File: src/s16_credit_fifo.sv
// Circular queue for any payload type, returning one credit pulse per popped entry
module s16_credit_fifo #(
    parameter type T     = logic [7:0],
    parameter int  DEPTH = 4
) (
    input        clk,
    input        rst_n,
    input        push,
    input  T     push_data,
    input        pop_ready,
    output logic pop_valid,
    output T     pop_data,
    output logic credit
);

localparam int PTR_W = (DEPTH > 1) ? $clog2(DEPTH) : 1;
localparam int CNT_W = $clog2(DEPTH + 1);

T                 mem [DEPTH];
logic [PTR_W-1:0] wr_ptr;
logic [PTR_W-1:0] rd_ptr;
logic [CNT_W-1:0] count;
logic             pop;

// Wraps at DEPTH, which need not be a power of two
function automatic logic [PTR_W-1:0] next_ptr(input logic [PTR_W-1:0] ptr);
    return (ptr == PTR_W'(DEPTH - 1)) ? '0 : ptr + 1'b1;
endfunction

assign pop_valid = count != '0;
assign pop       = pop_valid && pop_ready;
assign pop_data  = mem[rd_ptr];

// Storage
always_ff @(posedge clk) begin
    if (push) begin
        mem[wr_ptr] <= push_data;
    end
end

// The sender holds credits, so no push arrives while full
always_ff @(posedge clk or negedge rst_n) begin
    if (!rst_n) begin
        wr_ptr <= '0;
        rd_ptr <= '0;
        count  <= '0;
        credit <= 1'b0;
    end else begin
        if (push) begin
            wr_ptr <= next_ptr(wr_ptr);
        end
        if (pop) begin
            rd_ptr <= next_ptr(rd_ptr);
        end
        count  <= count + CNT_W'(push) - CNT_W'(pop);
        // Slot handed back one cycle after the pop
        credit <= pop;
    end
end

endmodule
File: config.mk
export PLATFORM = sky130hd
export DESIGN_NAME = s16_credit_fifo
export DESIGN_NICKNAME = d
export VERILOG_FILES = /design/src/s16_credit_fifo.sv
export SDC_FILE = /design/constraint.sdc
export NUM_CORES = 1
export LEC_CHECK = 0
export BUFFER_PORTS_ARGS = -buffer_cell sky130_fd_sc_hd__buf_2
export CAP_MARGIN = 20
export CORE_MARGIN = 3
export CORE_UTILIZATION = 50
export DETAILED_ROUTE_END_ITERATION = 12
export GPL_TIMING_DRIVEN = 1
export PLACE_DENSITY = 0.73
export SLEW_MARGIN = 25
export SYNTH_ARGS = -nofsm -noshare
export SYNTH_HDL_FRONTEND = slang
export SYNTH_SLANG_ARGS = --single-unit
File: constraint.sdc
create_clock -name clk -period 5.2 [get_ports clk]
set_input_delay 1.56 -clock clk [delete_from_list [all_inputs] [get_ports clk]]
set_output_delay 1.56 -clock clk [all_outputs]
set_load 0.05 [all_outputs]
# == Yosys cells after proc, flatten, opt, wreduce, memory -nomap -nowiden ==
# Memories as Yosys holds them, arrays and structs flattened.
# Cells that the tools add are included.
# op_classes
eq_ne,2
n_mux,4
add_sub_neg,4
mul,0
reduce_logical,2
n_lt_le_gt_ge,0
shift,0
div,0
bitwise,0
# op_table
operator,n
"2-bit by 1-bit adder with 2-bit output, second input constant",2
"2-bit equality test, second input constant",2
2-bit two-way mux,2
3-bit by 1-bit adder with 3-bit output,1
3-bit nonzero test,1
3-bit by 1-bit subtractor with 3-bit output,1
1-bit two-way mux,2
1-bit logical AND,1
# word_totals
n_memories,1
rom_bits,0
word_cells,17
mem_bits_rw,32
regBits,8
latch_bits,0
inputBits,12
output_inout_bits,10
# memory_table
name,words,word_bits,rd,rd_ports_with_merged_regs,wr,line,rtl
mem,4,8,1,0,1,19,T mem [DEPTH];

# == Longest topological paths before layout ==
# depth
ltp_word,3
mapped_depth,9
mapped_depth_nobuf,9

# == Least setup slack after synthesis ==
# No wires, ideal clock.
# synth_timing
path_type,input to register
from,in pop_ready
to,reg count[2]
n_path_buf,0
path_slack_ps,2288
setup_time_ps,125
arrival_ps,2787
required_time_ps,5075
path_stages,9
path_cell_list,o31ai_4 inv_1 ha_1 inv_1 ha_1 inv_1 fa_1 xnor2_1 xnor2_1
# synth_via
elab_chain_cells,2
# synth_lines
item,line,rtl
from (decl),10,"input pop_ready,"
1-bit logical AND,31,assign pop = pop_valid && pop_ready;
net pop,23,logic pop;
3-bit by 1-bit subtractor with 3-bit output,55,count <= count + CNT_W'(push) - CNT_W'(pop);
to (signal assigned),55,
to (decl),22,logic [CNT_W-1:0] count;
# The timed path passes the listed nets, and every way through them passes these cells.
# A chain may end at the register's enable or synchronous reset.

==> metrics.csv <==
metric,value,unit
pin_count,22,
synth.ff_latch_count,40,
timing.final.ws_setup,1.75,ns
timing.final.crit_share,66.3,%
syn-mean-instance-area,20.1,um^2
timing.max_slew.rel_slack,60.5,%
total_power,1.10,mW
min-delay-start,count[2]$_DFF_PN0_,
portbufs,21,
design_area,1830,um^2
synth_enable_flop_cells,32,
timing.fmax,0.290,GHz
num-nets-final,126,
overflow,0,
drive_above_1_share,37.4,%
run_status,finished clean,
effective_utilization_at_floorplan,55.5,%
worst_hold_slack,0.572,ns
timing.critical_path.to_type,primary output,
hold_violations,0,
netlist.area_leader.share,59.7,%
finalCoreUtilization,63.2,%
die_area,3940,um^2
clk_transition_reported_paths,0.11,ns
synth_flop_cell,sky130_fd_sc_hd__edfxtp_1,
drtPass1Iterations,4,
clock-sinks,40,
synth.cell_area,1610,um^2
critical_register_to_register_path_startpoint,count[1]$_DFF_PN0_,
finalMaxSlewViolations,0,
powerDensity,599,nW/um^2
synth-warning-count,0,
avgRoutedWirePerCell,15.8,um
synth_area_leaders,"sky130_fd_sc_hd__edfxtp_1 60%, sky130_fd_sc_hd__dfrtp_1 12%, sky130_fd_sc_hd__mux4_2 11%",
crit_fanout,11,
synth_async_sr_flop_share,20.0,%
detailroute.via_count,756,
path_delay_family,flip-flops,
post-route-drc-count,0,
die_w,62.8,um
clock_tree.buffer_depth,2,
netlist_instances,80,
cp_num_buf_inv,1,
global_route_wire_length_before_repair,4220,um
hpwl_after_detailed_placement,1700,um
timing.critical_path.slowest_cell_delay,0.74,ns
antennaDiodeCount,0,
vias_per_cell,5.07,
area.growth.synth_to_final,13.8,%
die_h,62.8,um
hold_buffers,0,
grt_start_max_net_pins,14,
total_leakage_power,0.696,nW
std_cell_rows,19,
cts_root_buffer,sky130_fd_sc_hd__clkbuf_4,
worst_hold_path_type,flop to flop,
finish.cell_count_without_fillers,149,
setup_viol,0,
post-cts-setup-buffer-count,0,
cp-start-kind,flop,
mostFrequentLayoutCells,"32 x sky130_fd_sc_hd__edfxtp_1, 21 x sky130_fd_sc_hd__buf_2, 8 x sky130_fd_sc_hd__mux4_2, 8 x sky130_fd_sc_hd__dfrtp_1",
cts_resized,0,
hold_depth,1,
drtIter0Drc,20,
initial_antenna_violation_count,0,
worst_hold_path.endpoint,count[2]$_DFF_PN0_,
via_count_of_the_first_global_routing_pass,878,
dp_slack,2.03,ns
setup_repair_after_global_routing_missed_its_margin,false,
skew,0.00882,ns
cp_data_arrival_time,1.89,ns
placed_cells_incl_taps,141,
route.antenna.remaining_nets,0,
grt_use_total,14.8,%
syn-num-nets,100,
postRouteWirelength,2350,um
clk-insertion-delay-late,0.34,ns
reg2reg_slack,3.03,ns
fp.coreArea,2900,um^2
pin_slew_with_the_least_headroom_to_its_limit,0.592,ns
tns,0,ns
cts_tree,built,
worst_ep_required_time,3.64,ns
timing.setup.critical_path_class,flop to primary output,
mostFrequentLayoutCell,sky130_fd_sc_hd__edfxtp_1,
synth_cell_type_count,17,
layout_min_cycle_time,3.45,ns
timing.reg2reg.worst_path_depth,9,
gp_congestion,0.679,
irDropWorstVdd,0.000274,V
critical_path.reg2reg.endpoint,count[2]$_DFF_PN0_,
numCtsBuffers,5,
max_cap_viol_count,0,
synth_sequential_area_ratio,72.1,%
cts_htree_levels,2,
synth_top_cell_by_area,sky130_fd_sc_hd__edfxtp_1,
cp_cell_sequence,mux4_2 -> buf_2,
placedInstanceArea,1750,um^2
critical_path.slowest_cell,sky130_fd_sc_hd__dfrtp_1,
-- layer usage --
layer / GRT usage, % / part of all wire [%] / up-vias
met4: 6.61 / 2.0 / 0
met2: 24.5 / 53 / 15
met3: 5.76 / 4.8 / 5
met1: 17.0 / 40 / 385
met5: 0 / 0 / -
li1: - / - / 351
-- sequential cells by signal (all words and copies together) (netlist names) --
signal / count
count: 3
rd_ptr: 2
mem: 32
wr_ptr: 2
credit: 1
-- area by class of cell --
type                    count  area (um^2)
clock buffers               5         37.5
clock inverters             3         42.5
fillers                   228         1070
inverters                   7         26.3
multi-input cells          31          407
flip-flops and latches     40         1160
well taps                  42         52.6
repair buffers             21          105
-- worst max path at each step --
stage	startpoint	to	cells past startpoint
2_1_floorplan	pop_ready	count[2]$_DFF_PN0_	9
3_5_place_dp	pop_ready	count[2]$_DFF_PN0_	10
6_report	rd_ptr[0]$_DFFE_PN0P_	pop_data[2]	2
3_3_place_gp	pop_ready	count[2]$_DFF_PN0_	10
5_1_grt	rd_ptr[0]$_DFFE_PN0P_	pop_data[2]	2
4_1_cts	rd_ptr[0]$_DFFE_PN0P_	pop_data[2]	2
-- cells in the mapped netlist, drive strengths merged (2+ instances only) --
| master | n |
|---|---|
| edfxtp | 32 |
| and2 | 4 |
| mux2 | 2 |
| xnor2 | 2 |
| dfrtp | 8 |
| ha | 7 |
| inv | 7 |
| o21ai | 2 |
| mux4 | 8 |
-- cell families (layout without fill, tap and decap cells) --
family | after synthesis | in the layout | synth area share, %
flops | 40 | 40 | 72.1
mux | 10 | 10 | 12.6
buf+inv | 9 | 36 | 2.64
fa+ha+maj | 8 | 8 | 6.68
simple gates | 8 | 8 | 2.95
compound gates | 3 | 3 | 1.94
xor+xnor | 2 | 2 | 1.09
-- report_power, final --
part / internal, mW / switching [mW] / total, mW
clock network: 0.100 / 0.0968 / 0.197
logic: 0.151 / 0.258 / 0.409
registers: 0.421 / 0.0711 / 0.492
total: 0.672 / 0.426 / 1.10
No activity file was read; power rests on OpenSTA's default activity.
