[src/s16_consts.svh]
// Bus map and credit sizes, included by the package, the RTL stages and the testbench
`ifndef S16_CONSTS_SVH
`define S16_CONSTS_SVH

// Word addressing on the CPU side
`define S16_ADDR_W      14
`define S16_DATA_W      16
`define S16_OFF_W       11

// Character (tile) RAM
`define S16_CHAR_BASE   'h0000
`define S16_CHAR_WORDS  2048
// Object (sprite) RAM
`define S16_OBJ_BASE    'h0800
`define S16_OBJ_WORDS   256
// Palette RAM
`define S16_PAL_BASE    'h1000
`define S16_PAL_WORDS   1024
// Work RAM
`define S16_RAM_BASE    'h2000
`define S16_RAM_WORDS   2048
// Cabinet inputs, word 0 joysticks and word 1 start/coin
`define S16_IO_BASE     'h3000
`define S16_IO_WORDS    2

// Flow control
`define S16_REQ_CREDITS 4
`define S16_RSP_CREDITS 4
// Consumer credits held by the top level
`define S16_CRED_W      8

`endif

[src/s16_bus_pkg.sv]
// Bus cycle, decode and response types shared by every stage of the main-CPU bus model
`include "s16_consts.svh"

package s16_bus_pkg;

    // Target of a bus cycle after address decode
    typedef enum logic [2:0] {
        rgn_char = 3'd0,
        rgn_obj  = 3'd1,
        rgn_pal  = 3'd2,
        rgn_ram  = 3'd3,
        rgn_io   = 3'd4,
        rgn_none = 3'd7
    } s16_region_e;

    // CPU bus cycle as it enters the request queue
    typedef struct packed {
        logic [`S16_ADDR_W-1:0] addr;
        logic [`S16_DATA_W-1:0] wdata;
        logic [1:0]             dsn;    // upper, lower byte, active low
        logic                   rnw;
    } s16_bus_req_t;

    // Decode to execute
    typedef struct packed {
        s16_bus_req_t          req;
        s16_region_e           region;
        logic [`S16_OFF_W-1:0] offset;
    } s16_dec_req_t;

    // Execute to result
    typedef struct packed {
        logic [`S16_DATA_W-1:0] rdata;
        logic                   err;
        logic                   rnw;
    } s16_exe_t;

    // Response returned to the consumer
    typedef struct packed {
        logic [`S16_DATA_W-1:0] rdata;
        logic                   err;
        logic                   was_write;
    } s16_bus_rsp_t;

endpackage

[src/s16_bus_result.sv]
// Last pipeline stage, formats responses and stalls the pipe when the response queue has no room
`include "s16_consts.svh"

module s16_bus_result import s16_bus_pkg::*; (
    input                clk,
    input                rst_n,
    input                in_valid,
    input  s16_exe_t     in_exe,
    input                rsp_space,  // one slot freed in the response queue
    output logic         stall,
    output logic         push,
    output s16_bus_rsp_t push_rsp
);

localparam int SPACE_W = $clog2(`S16_RSP_CREDITS + 1);

// Free response slots, an accepted entry counts as used at once
logic [SPACE_W-1:0] space;
logic               take;

assign stall = space == '0;
assign take  = in_valid && !stall;

always_ff @(posedge clk or negedge rst_n) begin
    if (!rst_n) begin
        space <= SPACE_W'(`S16_RSP_CREDITS);
        push  <= 1'b0;
    end else begin
        space <= space - SPACE_W'(take) + SPACE_W'(rsp_space);
        push  <= take;
    end
end

// Writes and bus errors return zero data
always_ff @(posedge clk) begin
    if (take) begin
        push_rsp.rdata     <= (in_exe.rnw && !in_exe.err) ? in_exe.rdata : '0;
        push_rsp.err       <= in_exe.err;
        push_rsp.was_write <= !in_exe.rnw;
    end
end

endmodule

[config.mk]
export PLATFORM = sky130hd
export DESIGN_NAME = s16_bus_result
export DESIGN_NICKNAME = d
export VERILOG_FILES = /design/src/s16_bus_pkg.sv /design/src/s16_bus_result.sv
export VERILOG_INCLUDE_DIRS = /design/src
export SDC_FILE = /design/constraint.sdc
export NUM_CORES = 1
export LEC_CHECK = 0
export ABC_AREA = 0
export CAP_MARGIN = 0
export CORE_MARGIN = 2
export CORE_UTILIZATION = 40
export CTS_CLUSTER_SIZE = 10
export DETAILED_ROUTE_END_ITERATION = 8
export DONT_BUFFER_PORTS = 1
export GPL_TIMING_DRIVEN = 0
export PLACE_DENSITY = 0.56
export SETUP_SLACK_MARGIN = 0.4
export SYNTH_ARGS = -nofsm -noshare
export SYNTH_HDL_FRONTEND = slang
export SYNTH_SLANG_ARGS = --single-unit
export TNS_END_PERCENT = 5
[constraint.sdc]
create_clock -name clk -period 5.4 [get_ports clk]
set_input_delay 1.08 -clock clk [delete_from_list [all_inputs] [get_ports clk]]
set_output_delay 1.08 -clock clk [all_outputs]
set_load 0.01 [all_outputs]
# ---- Yosys cells after proc, flatten, opt, wreduce, memory -nomap -nowiden
# Cells that the tools add are included.
# W data, S select, Z words.
dict set report classes {
  add_sub_neg 2
  reduce_logical 6
}
# op n
set ops {}
lappend ops {{$add A3 B1 Y3} 1}
lappend ops {{$logic_not A1 Y1} 3}
lappend ops {{$logic_not A3 Y1} 1}
lappend ops {{$sub A3 B1 Y3} 1}
lappend ops {{$logic_and A1 B1 Y1} 2}
dict set report totals {
  regBits 22
  out_inout_bits 20
  wordCells 13
}

# ---- Logic depth before layout (Yosys ltp)
dict set report logic_depth {
  word_depth 5
  depth_mapped 6
  mapped_depth_nobuf 6
}

# ---- Least setup slack after synthesis
# Ideal clock, no wire load.
dict set report synth_path {
  path_type {input to register}
  start {input in_valid}
  end {register space[2]}
  setup_ns 0.090
  t_arrival_ns 2.518
  t_required_ns 5.310
  slack_ns 2.792
  cell_stages 6
  cell_sequence {o31a_2 > ha_1 > inv_1 > ha_1 > fa_1 > xnor3_1}
}
dict set report synth_between {
  elab_chain_len 3
}
# element line_no
set synth_lines {}
lappend synth_lines {{from (decl)} s16_bus_result.sv:7} ;# input in_valid,
lappend synth_lines {{$logic_and A1 B1 Y1} s16_bus_result.sv:22} ;# assign take = in_valid && !stall;
lappend synth_lines {{$sub A3 B1 Y3} s16_bus_result.sv:29} ;# space <= space - SPACE_W'(take) + SPACE_W'(rsp_space);
lappend synth_lines {{$add A3 B1 Y3} s16_bus_result.sv:29}
lappend synth_lines {{to (signal assigned)} s16_bus_result.sv:26} ;# space <= SPACE_W'(`S16_RSP_CREDITS);
lappend synth_lines {{to (signal assigned)} s16_bus_result.sv:29}
lappend synth_lines {{to (decl)} s16_bus_result.sv:18} ;# logic [SPACE_W-1:0] space;
# Every way passes these cells.
# A chain may end at the register's enable or synchronous reset.

# ---- Worst setup path after layout
# Same ends and word-level chain as after synthesis.

==> impl_metrics.yaml <==
run_status:
  status: "complete, no violations"
logic_synthesis:
  synthesis.nets: 76
  synthesis.instances: 51
  netlist_area_sq_um: 893
  synth_compound_area_share_pct: 1.12
  synth_top_family_by_area: "simple AND/OR/NAND/NOR gates"
  avgSynthCellArea_sq_um: 17.5
  seq_area_frac_synth_pct: 71.8
  synthMuxAreaShare_pct: 0
  ys_types: 11
  ys_ff_latch: 22
  synthXorXnorAreaFrac_pct: 2.52
  synth-simple-area-share_pct: 16.2
  ys_warn_count: 0
  synth_fa_ha_area_share_pct: 5.04
clock_tree:
  clock_sinks: 22
  insertion_delay_ns: 0.30
  cts_root_buf: "clkbuf_4"
  hold_buffers: 0
  numCtsBuffers: 3
  clockBufferDepth: 2
  tritoncts: "built"
  post_cts_buffers: 0
  path_clk_slew_ns: 0.11
  cts_max_level: 1
  cts_resized: 0
sta:
  rsz0062_at_grt: "no"
  period_share_pct: 44.7
  layout_min_cycle_time_ns: 2.41
  finalSetupViolCount: 0
  relSlewSlack_pct: 68.4
  worstMarginPinSlew_ns: 0.474
  report.final.slew_viol_count: 0
  whs_ns: 0.465
  fin_setup_tns_ns: 0
  hold_viol: 0
  timing.fmax_mhz: 414
  fin_skew_ns: 0.00918
worst_setup_path:
  crit_type: "primary input to flip-flop"
  start_kind: "primary input"
  critPathRequiredTime_ns: 5.62
  cp_max_fo: 20
  endpoint_kind: "flip-flop"
  r2r_cells: 6
  cp.arrival_ns: 2.64
grt:
  grtUsageTotal_pct: 11.2
  grt_max_degree: 21
  antenna_found_initial: 0
  grt_pass1_wl_um: 2000
  gr-total-overflow: 0
  grt_pass1_vias: 415
power:
  power.leakage_nw: 0.428
  pwr_density_cell_nw_per_um2: 436
  seq_power_share_pct: 64.0
  internal_power_mw: 0.301
  p_clk_share_pct: 17.6
  swShare_pct: 27.8
  ir_drop_mv: 0.188
  power.switching_mw: 0.116
  power_frac_comb_pct: 18.4
  total_power_mw: 0.416
flow_run:
  drv_cap: 0
finish:
  final_common_cell: "edfxtp_1"
  layout_common_cells: "18 x edfxtp_1, 16 x and3b_1, 5 x inv_1"
  syn_to_final_growth_pct: 6.86
  postLayoutCellArea_sq_um: 955
  antenna_cells: 0
  drive_above_1_share_pct: 12.7
  final_util_pct: 44.0
  nets: 81
routing:
  finalWirelength_um: 1340
  num_vias: 416
  drc: 0
  via_per_inst: 5.01
  dr.first_iter.drc_count: 0
  final_antenna_net_count: 0
  first_pass_iters: 1
  avgRoutedWirePerCell_um: 16.2
placed_design:
  gp_congestion: 0.586
  placed_area_sq_um: 928
  io_buffers: 0
die:
  rows: 17
  initial_utilization_pct: 41.2
  die_w_um: 51.3
  io_pins: 42
  dieArea_sq_um: 2630
  die_y_um: 51.3
  design.core.area_sq_um: 2170
hold_path:
  hold_class: "primary input to async pin"
path summary, 6_finish.rpt:
kind	to	startpoint	slack, ns
hold reg to reg	space[2]	space[2]	0.55
setup / recovery	space[2]	in_valid	2.99
max in group asynchronous	space[2]	rst_n	4.77
min in group clk	space[2]	space[2]	0.55
setup reg to reg	space[2]	space[1]	3.09
hold / removal	push	rst_n	0.46
state kept, by name (all words and copies together), names as in the netlist:
signal and flops:
push 1, push_rsp 18, space 3
routing by layer:
layer	wire, um	track usage (%)
met4	14	9.21
met2	702	17.3
met1	526	11.7
met5	0	0
met3	98	4.97
cell usage after synthesis:
library cell   n  area share, %
xnor3_1        1            2.5
edfxtp_1      18             61
ha_1           2            2.8
dfrtp_1        3            8.4
buf_2          2            1.1
dfstp_2        1            2.9
inv_1          5            2.1
fa_1           1            2.2
nor3_1         1           0.56
o31a_2         1            1.1
and3b_1       16             16
kinds of logic (layout without fill, tap and decap cells):
group | after synthesis | count (layout)
buf+inv | 7 | 11
xor+xnor | 1 | 1
simple gates | 17 | 17
flops | 22 | 22
compound gates | 1 | 1
fa+ha+maj | 3 | 3
worst max-delay path, cell delays in order:
cell	delay, ns
o31a_2	0.43
ha_1	0.19
inv_1	0.04
ha_1	0.18
fa_1	0.39
xnor3_1	0.33
layout make-up:
| type | count | area, sq um |
|---|---|---|
| buffer | 2 | 10.0 |
| clock buffer | 3 | 22.5 |
| clock inverter | 1 | 3.75 |
| fill | 219 | 1210 |
| inverter | 5 | 18.8 |
| multi-input combinational | 22 | 223 |
| sequential | 22 | 642 |
| tap | 28 | 35.0 |
through the flow:
stage          std cells  setup WS (ns)
2_1_floorplan         51           2.79
3_3_place_gp          79           2.66
3_5_place_dp          79           2.63
4_1_cts               83           2.95
5_1_grt               83           2.90
6_report              83           2.99
power by group through the flow:
stage	logic, mW	registers, mW	clock network, mW
2_1_floorplan	0.0648	0.265	0
3_3_place_gp	0.0771	0.270	0
3_5_place_dp	0.0790	0.271	0
4_1_cts	0.0794	0.268	0.0779
5_1_grt	0.0881	0.272	0.0826
6_report	0.0767	0.266	0.0732
Power figures use the tool's default switching activity.
