### src/s16_consts.svh
// Bus map and credit sizes, included by the package, the RTL stages and the testbench
`ifndef S16_CONSTS_SVH
`define S16_CONSTS_SVH

// Word addressing on the CPU side
`define S16_ADDR_W      14
`define S16_DATA_W      16
`define S16_OFF_W       11

// Character (tile) RAM
`define S16_CHAR_BASE   'h0000
`define S16_CHAR_WORDS  2048
// Object (sprite) RAM
`define S16_OBJ_BASE    'h0800
`define S16_OBJ_WORDS   256
// Palette RAM
`define S16_PAL_BASE    'h1000
`define S16_PAL_WORDS   1024
// Work RAM
`define S16_RAM_BASE    'h2000
`define S16_RAM_WORDS   2048
// Cabinet inputs, word 0 joysticks and word 1 start/coin
`define S16_IO_BASE     'h3000
`define S16_IO_WORDS    2

// Flow control
`define S16_REQ_CREDITS 4
`define S16_RSP_CREDITS 4
// Consumer credits held by the top level
`define S16_CRED_W      8

`endif

### src/s16_bus_pkg.sv
// Bus cycle, decode and response types shared by every stage of the main-CPU bus model
`include "s16_consts.svh"

package s16_bus_pkg;

    // Target of a bus cycle after address decode
    typedef enum logic [2:0] {
        rgn_char = 3'd0,
        rgn_obj  = 3'd1,
        rgn_pal  = 3'd2,
        rgn_ram  = 3'd3,
        rgn_io   = 3'd4,
        rgn_none = 3'd7
    } s16_region_e;

    // CPU bus cycle as it enters the request queue
    typedef struct packed {
        logic [`S16_ADDR_W-1:0] addr;
        logic [`S16_DATA_W-1:0] wdata;
        logic [1:0]             dsn;    // upper, lower byte, active low
        logic                   rnw;
    } s16_bus_req_t;

    // Decode to execute
    typedef struct packed {
        s16_bus_req_t          req;
        s16_region_e           region;
        logic [`S16_OFF_W-1:0] offset;
    } s16_dec_req_t;

    // Execute to result
    typedef struct packed {
        logic [`S16_DATA_W-1:0] rdata;
        logic                   err;
        logic                   rnw;
    } s16_exe_t;

    // Response returned to the consumer
    typedef struct packed {
        logic [`S16_DATA_W-1:0] rdata;
        logic                   err;
        logic                   was_write;
    } s16_bus_rsp_t;

endpackage

### src/s16_bus_decode.sv
// First pipeline stage, maps a bus address to a memory region and the word offset in it
`include "s16_consts.svh"

module s16_bus_decode import s16_bus_pkg::*; (
    input                clk,
    input                rst_n,
    input                in_valid,
    input  s16_bus_req_t in_req,
    output logic         in_ready,
    input                stall,
    output logic         out_valid,
    output s16_dec_req_t out_dec
);

localparam int AW    = `S16_ADDR_W;
localparam int OFF_W = `S16_OFF_W;

s16_region_e dec_region;
logic [AW-1:0] dec_base;
logic [AW-1:0] dec_off;

function automatic logic hit(input logic [AW-1:0] addr, input int base, input int words);
    return (int'(addr) >= base) && (int'(addr) < base + words);
endfunction

assign in_ready = !stall;

always_comb begin
    dec_region = rgn_none;
    dec_base   = '0;
    if (hit(in_req.addr, `S16_CHAR_BASE, `S16_CHAR_WORDS)) begin
        dec_region = rgn_char;
        dec_base   = AW'(`S16_CHAR_BASE);
    end else if (hit(in_req.addr, `S16_OBJ_BASE, `S16_OBJ_WORDS)) begin
        dec_region = rgn_obj;
        dec_base   = AW'(`S16_OBJ_BASE);
    end else if (hit(in_req.addr, `S16_PAL_BASE, `S16_PAL_WORDS)) begin
        dec_region = rgn_pal;
        dec_base   = AW'(`S16_PAL_BASE);
    end else if (hit(in_req.addr, `S16_RAM_BASE, `S16_RAM_WORDS)) begin
        dec_region = rgn_ram;
        dec_base   = AW'(`S16_RAM_BASE);
    end else if (hit(in_req.addr, `S16_IO_BASE, `S16_IO_WORDS)) begin
        dec_region = rgn_io;
        dec_base   = AW'(`S16_IO_BASE);
    end
end

// Unmapped cycles keep base 0, offset is ignored downstream
assign dec_off = in_req.addr - dec_base;

always_ff @(posedge clk or negedge rst_n) begin
    if (!rst_n) begin
        out_valid <= 1'b0;
    end else if (!stall) begin
        out_valid <= in_valid;
    end
end

always_ff @(posedge clk) begin
    if (!stall) begin
        out_dec.req    <= in_req;
        out_dec.region <= dec_region;
        out_dec.offset <= dec_off[OFF_W-1:0];
    end
end

endmodule

### config.mk
export PLATFORM = sky130hd
export DESIGN_NAME = s16_bus_decode
export DESIGN_NICKNAME = d
export VERILOG_FILES = /design/src/s16_bus_pkg.sv /design/src/s16_bus_decode.sv
export VERILOG_INCLUDE_DIRS = /design/src
export SDC_FILE = /design/constraint.sdc
export NUM_CORES = 1
export LEC_CHECK = 0
export BUFFER_PORTS_ARGS = -buffer_cell sky130_fd_sc_hd__buf_2
export CAP_MARGIN = 20
export CORE_MARGIN = 4
export CORE_UTILIZATION = 43
export DETAILED_ROUTE_END_ITERATION = 12
export GPL_ROUTABILITY_DRIVEN = 0
export MAX_ROUTING_LAYER = met4
export PLACE_DENSITY = 0.82
export SYNTH_ARGS = -nofsm -noshare
export SYNTH_HDL_FRONTEND = slang
export SYNTH_SLANG_ARGS = --single-unit
### constraint.sdc
create_clock -name clk -period 1.6 [get_ports clk]
set_input_delay 0.16 -clock clk [delete_from_list [all_inputs] [get_ports clk]]
set_output_delay 0.16 -clock clk [all_outputs]
set_load 0.005 [all_outputs]
# Word-level counts from Yosys, hierarchy flattened
# Index checks and enable logic that the tools add are counted.
[op_classes] addsub=1 magnitude_cmp=9 mux=8 reduce_logical=7
[ops] operator="$mux W11" count=4
[ops] operator="$ge A14 B14 Y1 const B" count=2
[ops] operator="$lt A14 B12 Y1 const B" count=2
[ops] operator="$lt A14 B14 Y1 const B" count=2
[ops] operator="$ge A14 B12 Y1 const B" count=1
[ops] operator="$ge A14 B13 Y1 const B" count=1
[ops] operator="$lt A14 B13 Y1 const B" count=1
[ops] operator="$sub A11 B11 Y11" count=1
[ops] operator="$mux W2" count=3
[ops] operator="$logic_and A1 B1 Y1" count=4
[ops] operator="$reduce_or A4 Y1" count=1
[ops] operator="$reduce_or A2 Y1" count=1
[ops] operator="$logic_not A1 Y1" count=1
[ops] operator="$mux W1" count=1
[totals] regBits=48 out_inout_bits=49 wordCells=34

# Longest topological paths before layout
# Gate-level depths: netlist of run 1.
[depth] ltp_word=7 depth_mapped=3 depth_no_buf=3

# Worst setup path after synthesis of run 1
# OpenSTA, ideal clock, no wires.
[synth_path] path_kind="input -> register" from="in stall" to="reg out_dec[11] in the netlist's numbering (enable)" arrival_ps=893 required_ps=1208 slack_ps=315 cell_stages=1 n_path_buf=0 path_cell_list="inv_1"
[synth_rtl] item="start, declared" line_no="s16_bus_decode.sv:10" text="input stall,"
[synth_rtl] item="end, declared" line_no="s16_bus_decode.sv:12" text="output s16_dec_req_t out_dec"
# No word-level cell between the ends.

# Worst setup path after layout of run 1
[layout_path] from="in in_req[21] in the netlist's numbering" to="reg out_dec[12] in the netlist's numbering (data pin)"
[layout_between] elab_chain_len=5 word_cells_on_any_way=17
[layout_lines] item="start, declared" line_no="s16_bus_decode.sv:8" text="input s16_bus_req_t in_req,"
[layout_lines] item="$ge A14 B14 Y1 or $lt A14 B14 Y1 (tied branches)" line_no="s16_bus_decode.sv:23" text="return (int'(addr) >= base) && (int'(addr) < base + words);"
[layout_lines] item="$logic_and A1 B1 Y1" line_no="s16_bus_decode.sv:23"
[layout_lines] item="$mux W2" line_no="s16_bus_decode.sv:43" text="end else if (hit(in_req.addr, `S16_IO_BASE, `S16_IO_WORDS)) begin"
[layout_lines] item="$mux W2" line_no="s16_bus_decode.sv:40" text="end else if (hit(in_req.addr, `S16_RAM_BASE, `S16_RAM_WORDS)) begin"
[layout_lines] item="$mux W2" line_no="s16_bus_decode.sv:37" text="end else if (hit(in_req.addr, `S16_PAL_BASE, `S16_PAL_WORDS)) begin"
# Parallel ways exist; a longest one is shown, timed or not.
# A chain may end at the register's enable or synchronous reset.

==> flow_metrics.env, run 1 <==
export IMPL_switching_power_uw=434
export IMPL_required_ns=1.70
export IMPL_io_pin_count=86
export IMPL_cts_tree="done"
export IMPL_hold_viol=0
export IMPL_avgSynthCellArea_um2=21.1
export IMPL_start_kind="primary input"
export IMPL_synthesis_area_mm2=0.00129
export IMPL_p_int_uw=1460
export IMPL_cap_violations=0
export IMPL_fin_crit_ns=1.42
export IMPL_pre_cts_slack_ns=0.375
export IMPL_drv_slew=0
export IMPL_grt_usage=0.181
export IMPL_grt_start_max_net_pins=38
export IMPL_worstPathMaxFanout=2
export IMPL_synth_top_area_frac=0.840
export IMPL_yosysWarnings=0
export IMPL_fp_dieH_um=62.7
export IMPL_swShare=0.229
export IMPL_clockPowerShare=0.246
export IMPL_fmaxAchievable_mhz=702
export IMPL_syn_inst=61
export IMPL_cp_arrival_ns=1.53
export IMPL_hold_path_class="in2reg"
export IMPL_die_area_mm2=0.00393
export IMPL_die_x_um=62.7
export IMPL_drt_wl_total_um=3390
export IMPL_drt_iter0_drc=35
export IMPL_p_comb_frac=0.135
export IMPL_vias_per_cell=4.68
export IMPL_clk_root_buffer_cell="clkbuf_4"
export IMPL_worstSkewPairLatency_ns=0.32
export IMPL_drive_above_1_share=0.558
export IMPL_drt_first_pass_iters=4
export IMPL_synth_distinct_cells=13
export IMPL_portBuffers=85
export IMPL_ys_seq_area_frac=0.859
export IMPL_tns_ns=0
export IMPL_clkSlewWorstSetupHoldPaths_ns=0.12
export IMPL_criticalPathCategory="in2reg"
export IMPL_power_density_mw_per_mm2=942
export IMPL_ir_drop_v=0.000575
export IMPL_numCtsBuffers=5
export IMPL_synth_area_leader_cell="edfxtp_1"
export IMPL_antenna_found_initial=0
export IMPL_syn_nets=98
export IMPL_synth_seq_cells=37
export IMPL_core_area_mm2=0.00281
export IMPL_seqPwrFrac=0.619
export IMPL_cts_max_level=2
export IMPL_rsz0062_at_grt="false"
export IMPL_setup_viol=0
export IMPL_diodes=0
export IMPL_drc=0
export IMPL_ant_nets=0
export IMPL_post_drt_wl_per_cell_um=16.7
export IMPL_grt_overflow_total=0
export IMPL_syn_to_final_growth_pct=56.3
export IMPL_synth_area_leaders="edfxtp_1 84%, buf_4 6.4%, dfrtp_1 1.9%, a211oi_1 1.2%, and4bb_2 0.97%"
export IMPL_clockBufferDepth=2
export IMPL_setup_slack_ns=0.176
export IMPL_worst_clock_skew_ns=0
export IMPL_via_count=951
export IMPL_num_nets_final=208
export IMPL_rows=19
export IMPL_status="finished, final reports clean"
export IMPL_grt_pass1_wl_um=5210
export IMPL_tightest_slew_ns=0.448
export IMPL_fin_crit_sh=0.890
export IMPL_leakage_uw=0.000886
export IMPL_slew_headroom=0.701
export IMPL_cts_hold_repair_buffers=20
export IMPL_crit_path_end_kind="flop"
export IMPL_start_util=0.459
export IMPL_clock_sinks=37
export IMPL_postCtsSetupBuffers=0
export IMPL_cts_repair_resized=0
export IMPL_grt_pass1_vias=998
routing by layer:
metal | GRT usage | wire length (um)
met3 | 0.0665 | 260
met4 | 0.0744 | 54
met2 | 0.321 | 1880
met5 | - | 0
met1 | 0.177 | 1190
final cells by class:
class,count,area [um2]
flip-flops and latches,37,1110
fillers,211,793
repair buffers,114,713
multi-input cells,12,95.1
well taps,31,38.8
clock buffers,5,37.5
clock inverters,3,17.5
inverters,1,3.75
logic make-up (layout without fill, tap and decap cells):
logic type | after synthesis | after routing | share of synthesized area
DFF | 37 | 37 | 0.859
buffers and inverters | 12 | 123 | 0.0671
and+or+nand+nor | 7 | 7 | 0.0398
AOI/OAI and AO/OA | 4 | 4 | 0.0253
muxes | 1 | 1 | 0.00875
cell usage after synthesis:
| cell type | n |
|---|---|
| nor2_1 | 3 |
| dfrtp_1 | 1 |
| o21a_1 | 1 |
| and4b_1 | 1 |
| or3_4 | 1 |
| and4bb_2 | 1 |
| o32a_1 | 1 |
| edfxtp_1 | 36 |
| a211oi_1 | 2 |
| inv_1 | 1 |
| buf_4 | 11 |
| mux2_2 | 1 |
| nor4_1 | 1 |
worst max-delay path, stage by stage:
cell and delay, ns:
dlygate4sd3_1 0.55, buf_2 0.13, nor4_1 0.37, and4b_1 0.26
nor2_1 0.05
power groups by stage:
stage	clock network, uW	registers [uW]	logic, uW
after CTS	476	1170	238
after detailed placement	0	1190	199
after global routing	533	1180	277
final	466	1170	256
after floorplan	0	1210	57.7
after global placement	0	1190	193
final timing paths:
kind / from / endpoint / slack (ns) / cells after the start
hold / removal: in_req[22] / out_dec[36] / 0.03 / 1
setup reg to reg: out_valid / out_valid / 0.84 / 1
max in group asynchronous: rst_n / out_valid / 1.39 / 2
min in group asynchronous: rst_n / out_valid / 0.13 / 2
hold reg to reg: out_valid / out_valid / 0.53 / 1
setup / recovery: in_req[21] / out_dec[12] / 0.18 / 5
cells in the final DEF, fill, tap and decap left out, drive strengths merged:
cell type    Yosys  layout
dfrtp            1       1
nor4             1       1
clkinv           0       3
mux2             1       1
edfxtp          36      36
o32a             1       1
dlygate4sd3      0      28
and4bb           1       1
a211oi           2       2
clkbuf           0       5
o21a             1       1
buf             11      86
inv              1       1
or3              1       1
and4b            1       1
nor2             3       3
flip-flops by register name, summed over array words and instances, names as in the netlist:
name       count
out_dec       36
out_valid      1
metrics by stage:
stage / power [uW] / area, um2 / hold slack, ns / instances / utilization
6_report: 1900 / 2010 / 0.0264 / 203 / 0.717
5_1_grt: 1990 / 2010 / 0.00242 / 203 / 0.717
4_1_cts: 1880 / 1930 / 0.000312 / 195 / 0.689
3_5_place_dp: 1390 / 1680 / -0.0636 / 167 / 0.598
3_3_place_gp: 1380 / 1680 / -0.0651 / 167 / 0.598
2_1_floorplan: 1260 / 1290 / -0.136 / 61 / -
Power figures use the tool's default switching activity.
==> inputs of run 2 (changes only) <==
Settings changed: CORE_ASPECT_RATIO set to 2.
==> run 2 against run 1 <==
- via count down 9.9%
- sequential power hardly changed
- power up 12%
- combinational power down 23%
- non-clock buffer count decreased by 26
- die area is 1.3% higher
- core utilization is 7.6 points lower
- sequential share of layout area increased by 6.5 points
- register-to-register slack about the same
- cell area is 11% lower
- largest cell class unchanged
- largest power group unchanged
==> flow_metrics.env, run 2 (synthesis gave the netlist of run 1 again) <==
export IMPL_worstPathCellList="buf_2 -> inv_1 -> buf_4 -> buf_2"
export IMPL_clockBufferDepth=2
export IMPL_fin_crit_sh=0.667
export IMPL_grt_overflow_total=0
export IMPL_rsz0062_at_grt="false"
export IMPL_die_area_mm2=0.00399
export IMPL_final_common_cell="buf_2"
export IMPL_cp_slowest_cell="buf_4"
export IMPL_vias_per_cell=4.90
export IMPL_drc=0
export IMPL_slew_headroom=0.819
export IMPL_cpLargestDelayFamily="buffers and inverters"
export IMPL_diodes=0
export IMPL_setup_viol=0
export IMPL_grt_pass1_wl_um=4010
export IMPL_grt_usage=0.151
export IMPL_cts_tree="done"
export IMPL_leakage_uw=0.000798
export IMPL_drt_first_pass_iters=4
export IMPL_drv_slew=0
export IMPL_fin_crit_ns=1.07
export IMPL_tns_ns=0
export IMPL_tightest_slew_ns=0.272
export IMPL_clk_root_buffer_cell="clkbuf_8"
export IMPL_hold_viol=0
export IMPL_layout_common_cells="85 x buf_2, 36 x edfxtp_1, 5 x clkbuf_8, 3 x nor2_1"
export IMPL_holdCritStartpoint="in_req[7]"
export IMPL_io_pin_count=86
export IMPL_clock_sinks=37
export IMPL_worst_path_largest_cell_delay_ns=0.28
export IMPL_cp_arrival_ns=0.91
export IMPL_reg_top3="out_dec (36), out_valid (1)"
export IMPL_cpMostUsedCell="buf_2"
export IMPL_worstSkewPairLatency_ns=0.27
export IMPL_core_area_mm2=0.00280
export IMPL_power_density_mw_per_mm2=1180
export IMPL_fmaxAchievable_mhz=937
export IMPL_clkSlewWorstSetupHoldPaths_ns=0.07
export IMPL_cts_max_level=2
export IMPL_start_util=0.459
export IMPL_portBuffers=85
export IMPL_hold_path_class="in2reg"
export IMPL_worst_clock_skew_ns=0
export IMPL_power_uw=2120
export IMPL_crit_path_end_kind="primary output"
export IMPL_fin_hold_ws_ns=0.0517
export IMPL_postLayoutCellArea_mm2=0.00180
export IMPL_fill_cells=217
export IMPL_drt_wl_total_um=2720
export IMPL_via_count=857
export IMPL_status="finished, final reports clean"
export IMPL_regMostFlops="out_dec"
export IMPL_criticalPathCategory="in2out"
export IMPL_grt_pass1_vias=912
export IMPL_required_ns=1.44
export IMPL_dpl_hpwl_um=2190
export IMPL_rows=27
export IMPL_num_nets_final=182
export IMPL_path_buf_inv=4
export IMPL_startpoint="stall"
export IMPL_post_drt_wl_per_cell_um=15.5
export IMPL_cts_repair_resized=0
export IMPL_cap_violations=0
export IMPL_drive_above_1_share=0.658
export IMPL_die_x_um=46.7
export IMPL_dpl_cell_area_mm2=0.00168
export IMPL_start_kind="primary input"
export IMPL_largest_register_ffs=36
export IMPL_fp_dieH_um=85.4
export IMPL_rr_startpoint="out_valid"
export IMPL_worstPathMaxFanout=15
export IMPL_antenna_found_initial=0
export IMPL_numCtsBuffers=5
export IMPL_drt_iter0_drc=23
export IMPL_ir_drop_v=0.000916
export IMPL_syn_to_final_growth_pct=39.6
export IMPL_grt_start_max_net_pins=17
export IMPL_ant_nets=0
==> run 2: layer usage <==
metal / up-vias / wire, um / GRT usage
li1: 394 / - / -
met1: 410 / 776 / 0.126
met2: 48 / 1610 / 0.269
met3: 5 / 280 / 0.0446
met4: 0 / 49 / 0.0831
met5: - / 0 / -
==> run 2: layout make-up <==
class / count / area [um2] / share of cell area
inverters: 1 / 3.75 / 0.00209
flip-flops and latches: 37 / 1110 / 0.615
multi-input cells: 12 / 95.1 / 0.0529
well taps: 29 / 36.3 / 0.0202
repair buffers: 88 / 450 / 0.251
clock inverters: 2 / 33.8 / 0.0188
clock buffers: 6 / 72.6 / 0.0404
==> run 2: worst paths after layout <==
kind                               end  slack, ns  cells after the start
max                           in_ready       0.53                      4
min                        out_dec[21]       0.05                      1
max reg2reg                  out_valid       0.85                      1
min reg2reg                  out_valid       0.52                      1
max in group asynchronous    out_valid       1.32                      2
min in group asynchronous    out_valid       0.20                      2
==> run 2: power by group <==
group | leakage [uW] | internal (uW) | switching [uW]
sequential | 0.000365 | 1150 | 21.4
clock | 0.0000528 | 460 | 292
combinational | 0.000381 | 106 | 92.6
==> run 2: what timing repair did <==
| item | CTS | global route |
|---|---|---|
| endpoints found under the hold margin | 1 | 0 |
| setup buffers | 0 | 0 |
| hold buffers | 1 | 0 |
==> run 2: through the flow <==
stage                     setup slack [ns]  instances  utilization
after floorplan                      0.315         61            -
after global placement               0.390        166        0.600
after detailed placement             0.351        166        0.600
after CTS                            0.518        175        0.641
after global routing                 0.457        175        0.641
final                                0.533        175        0.641
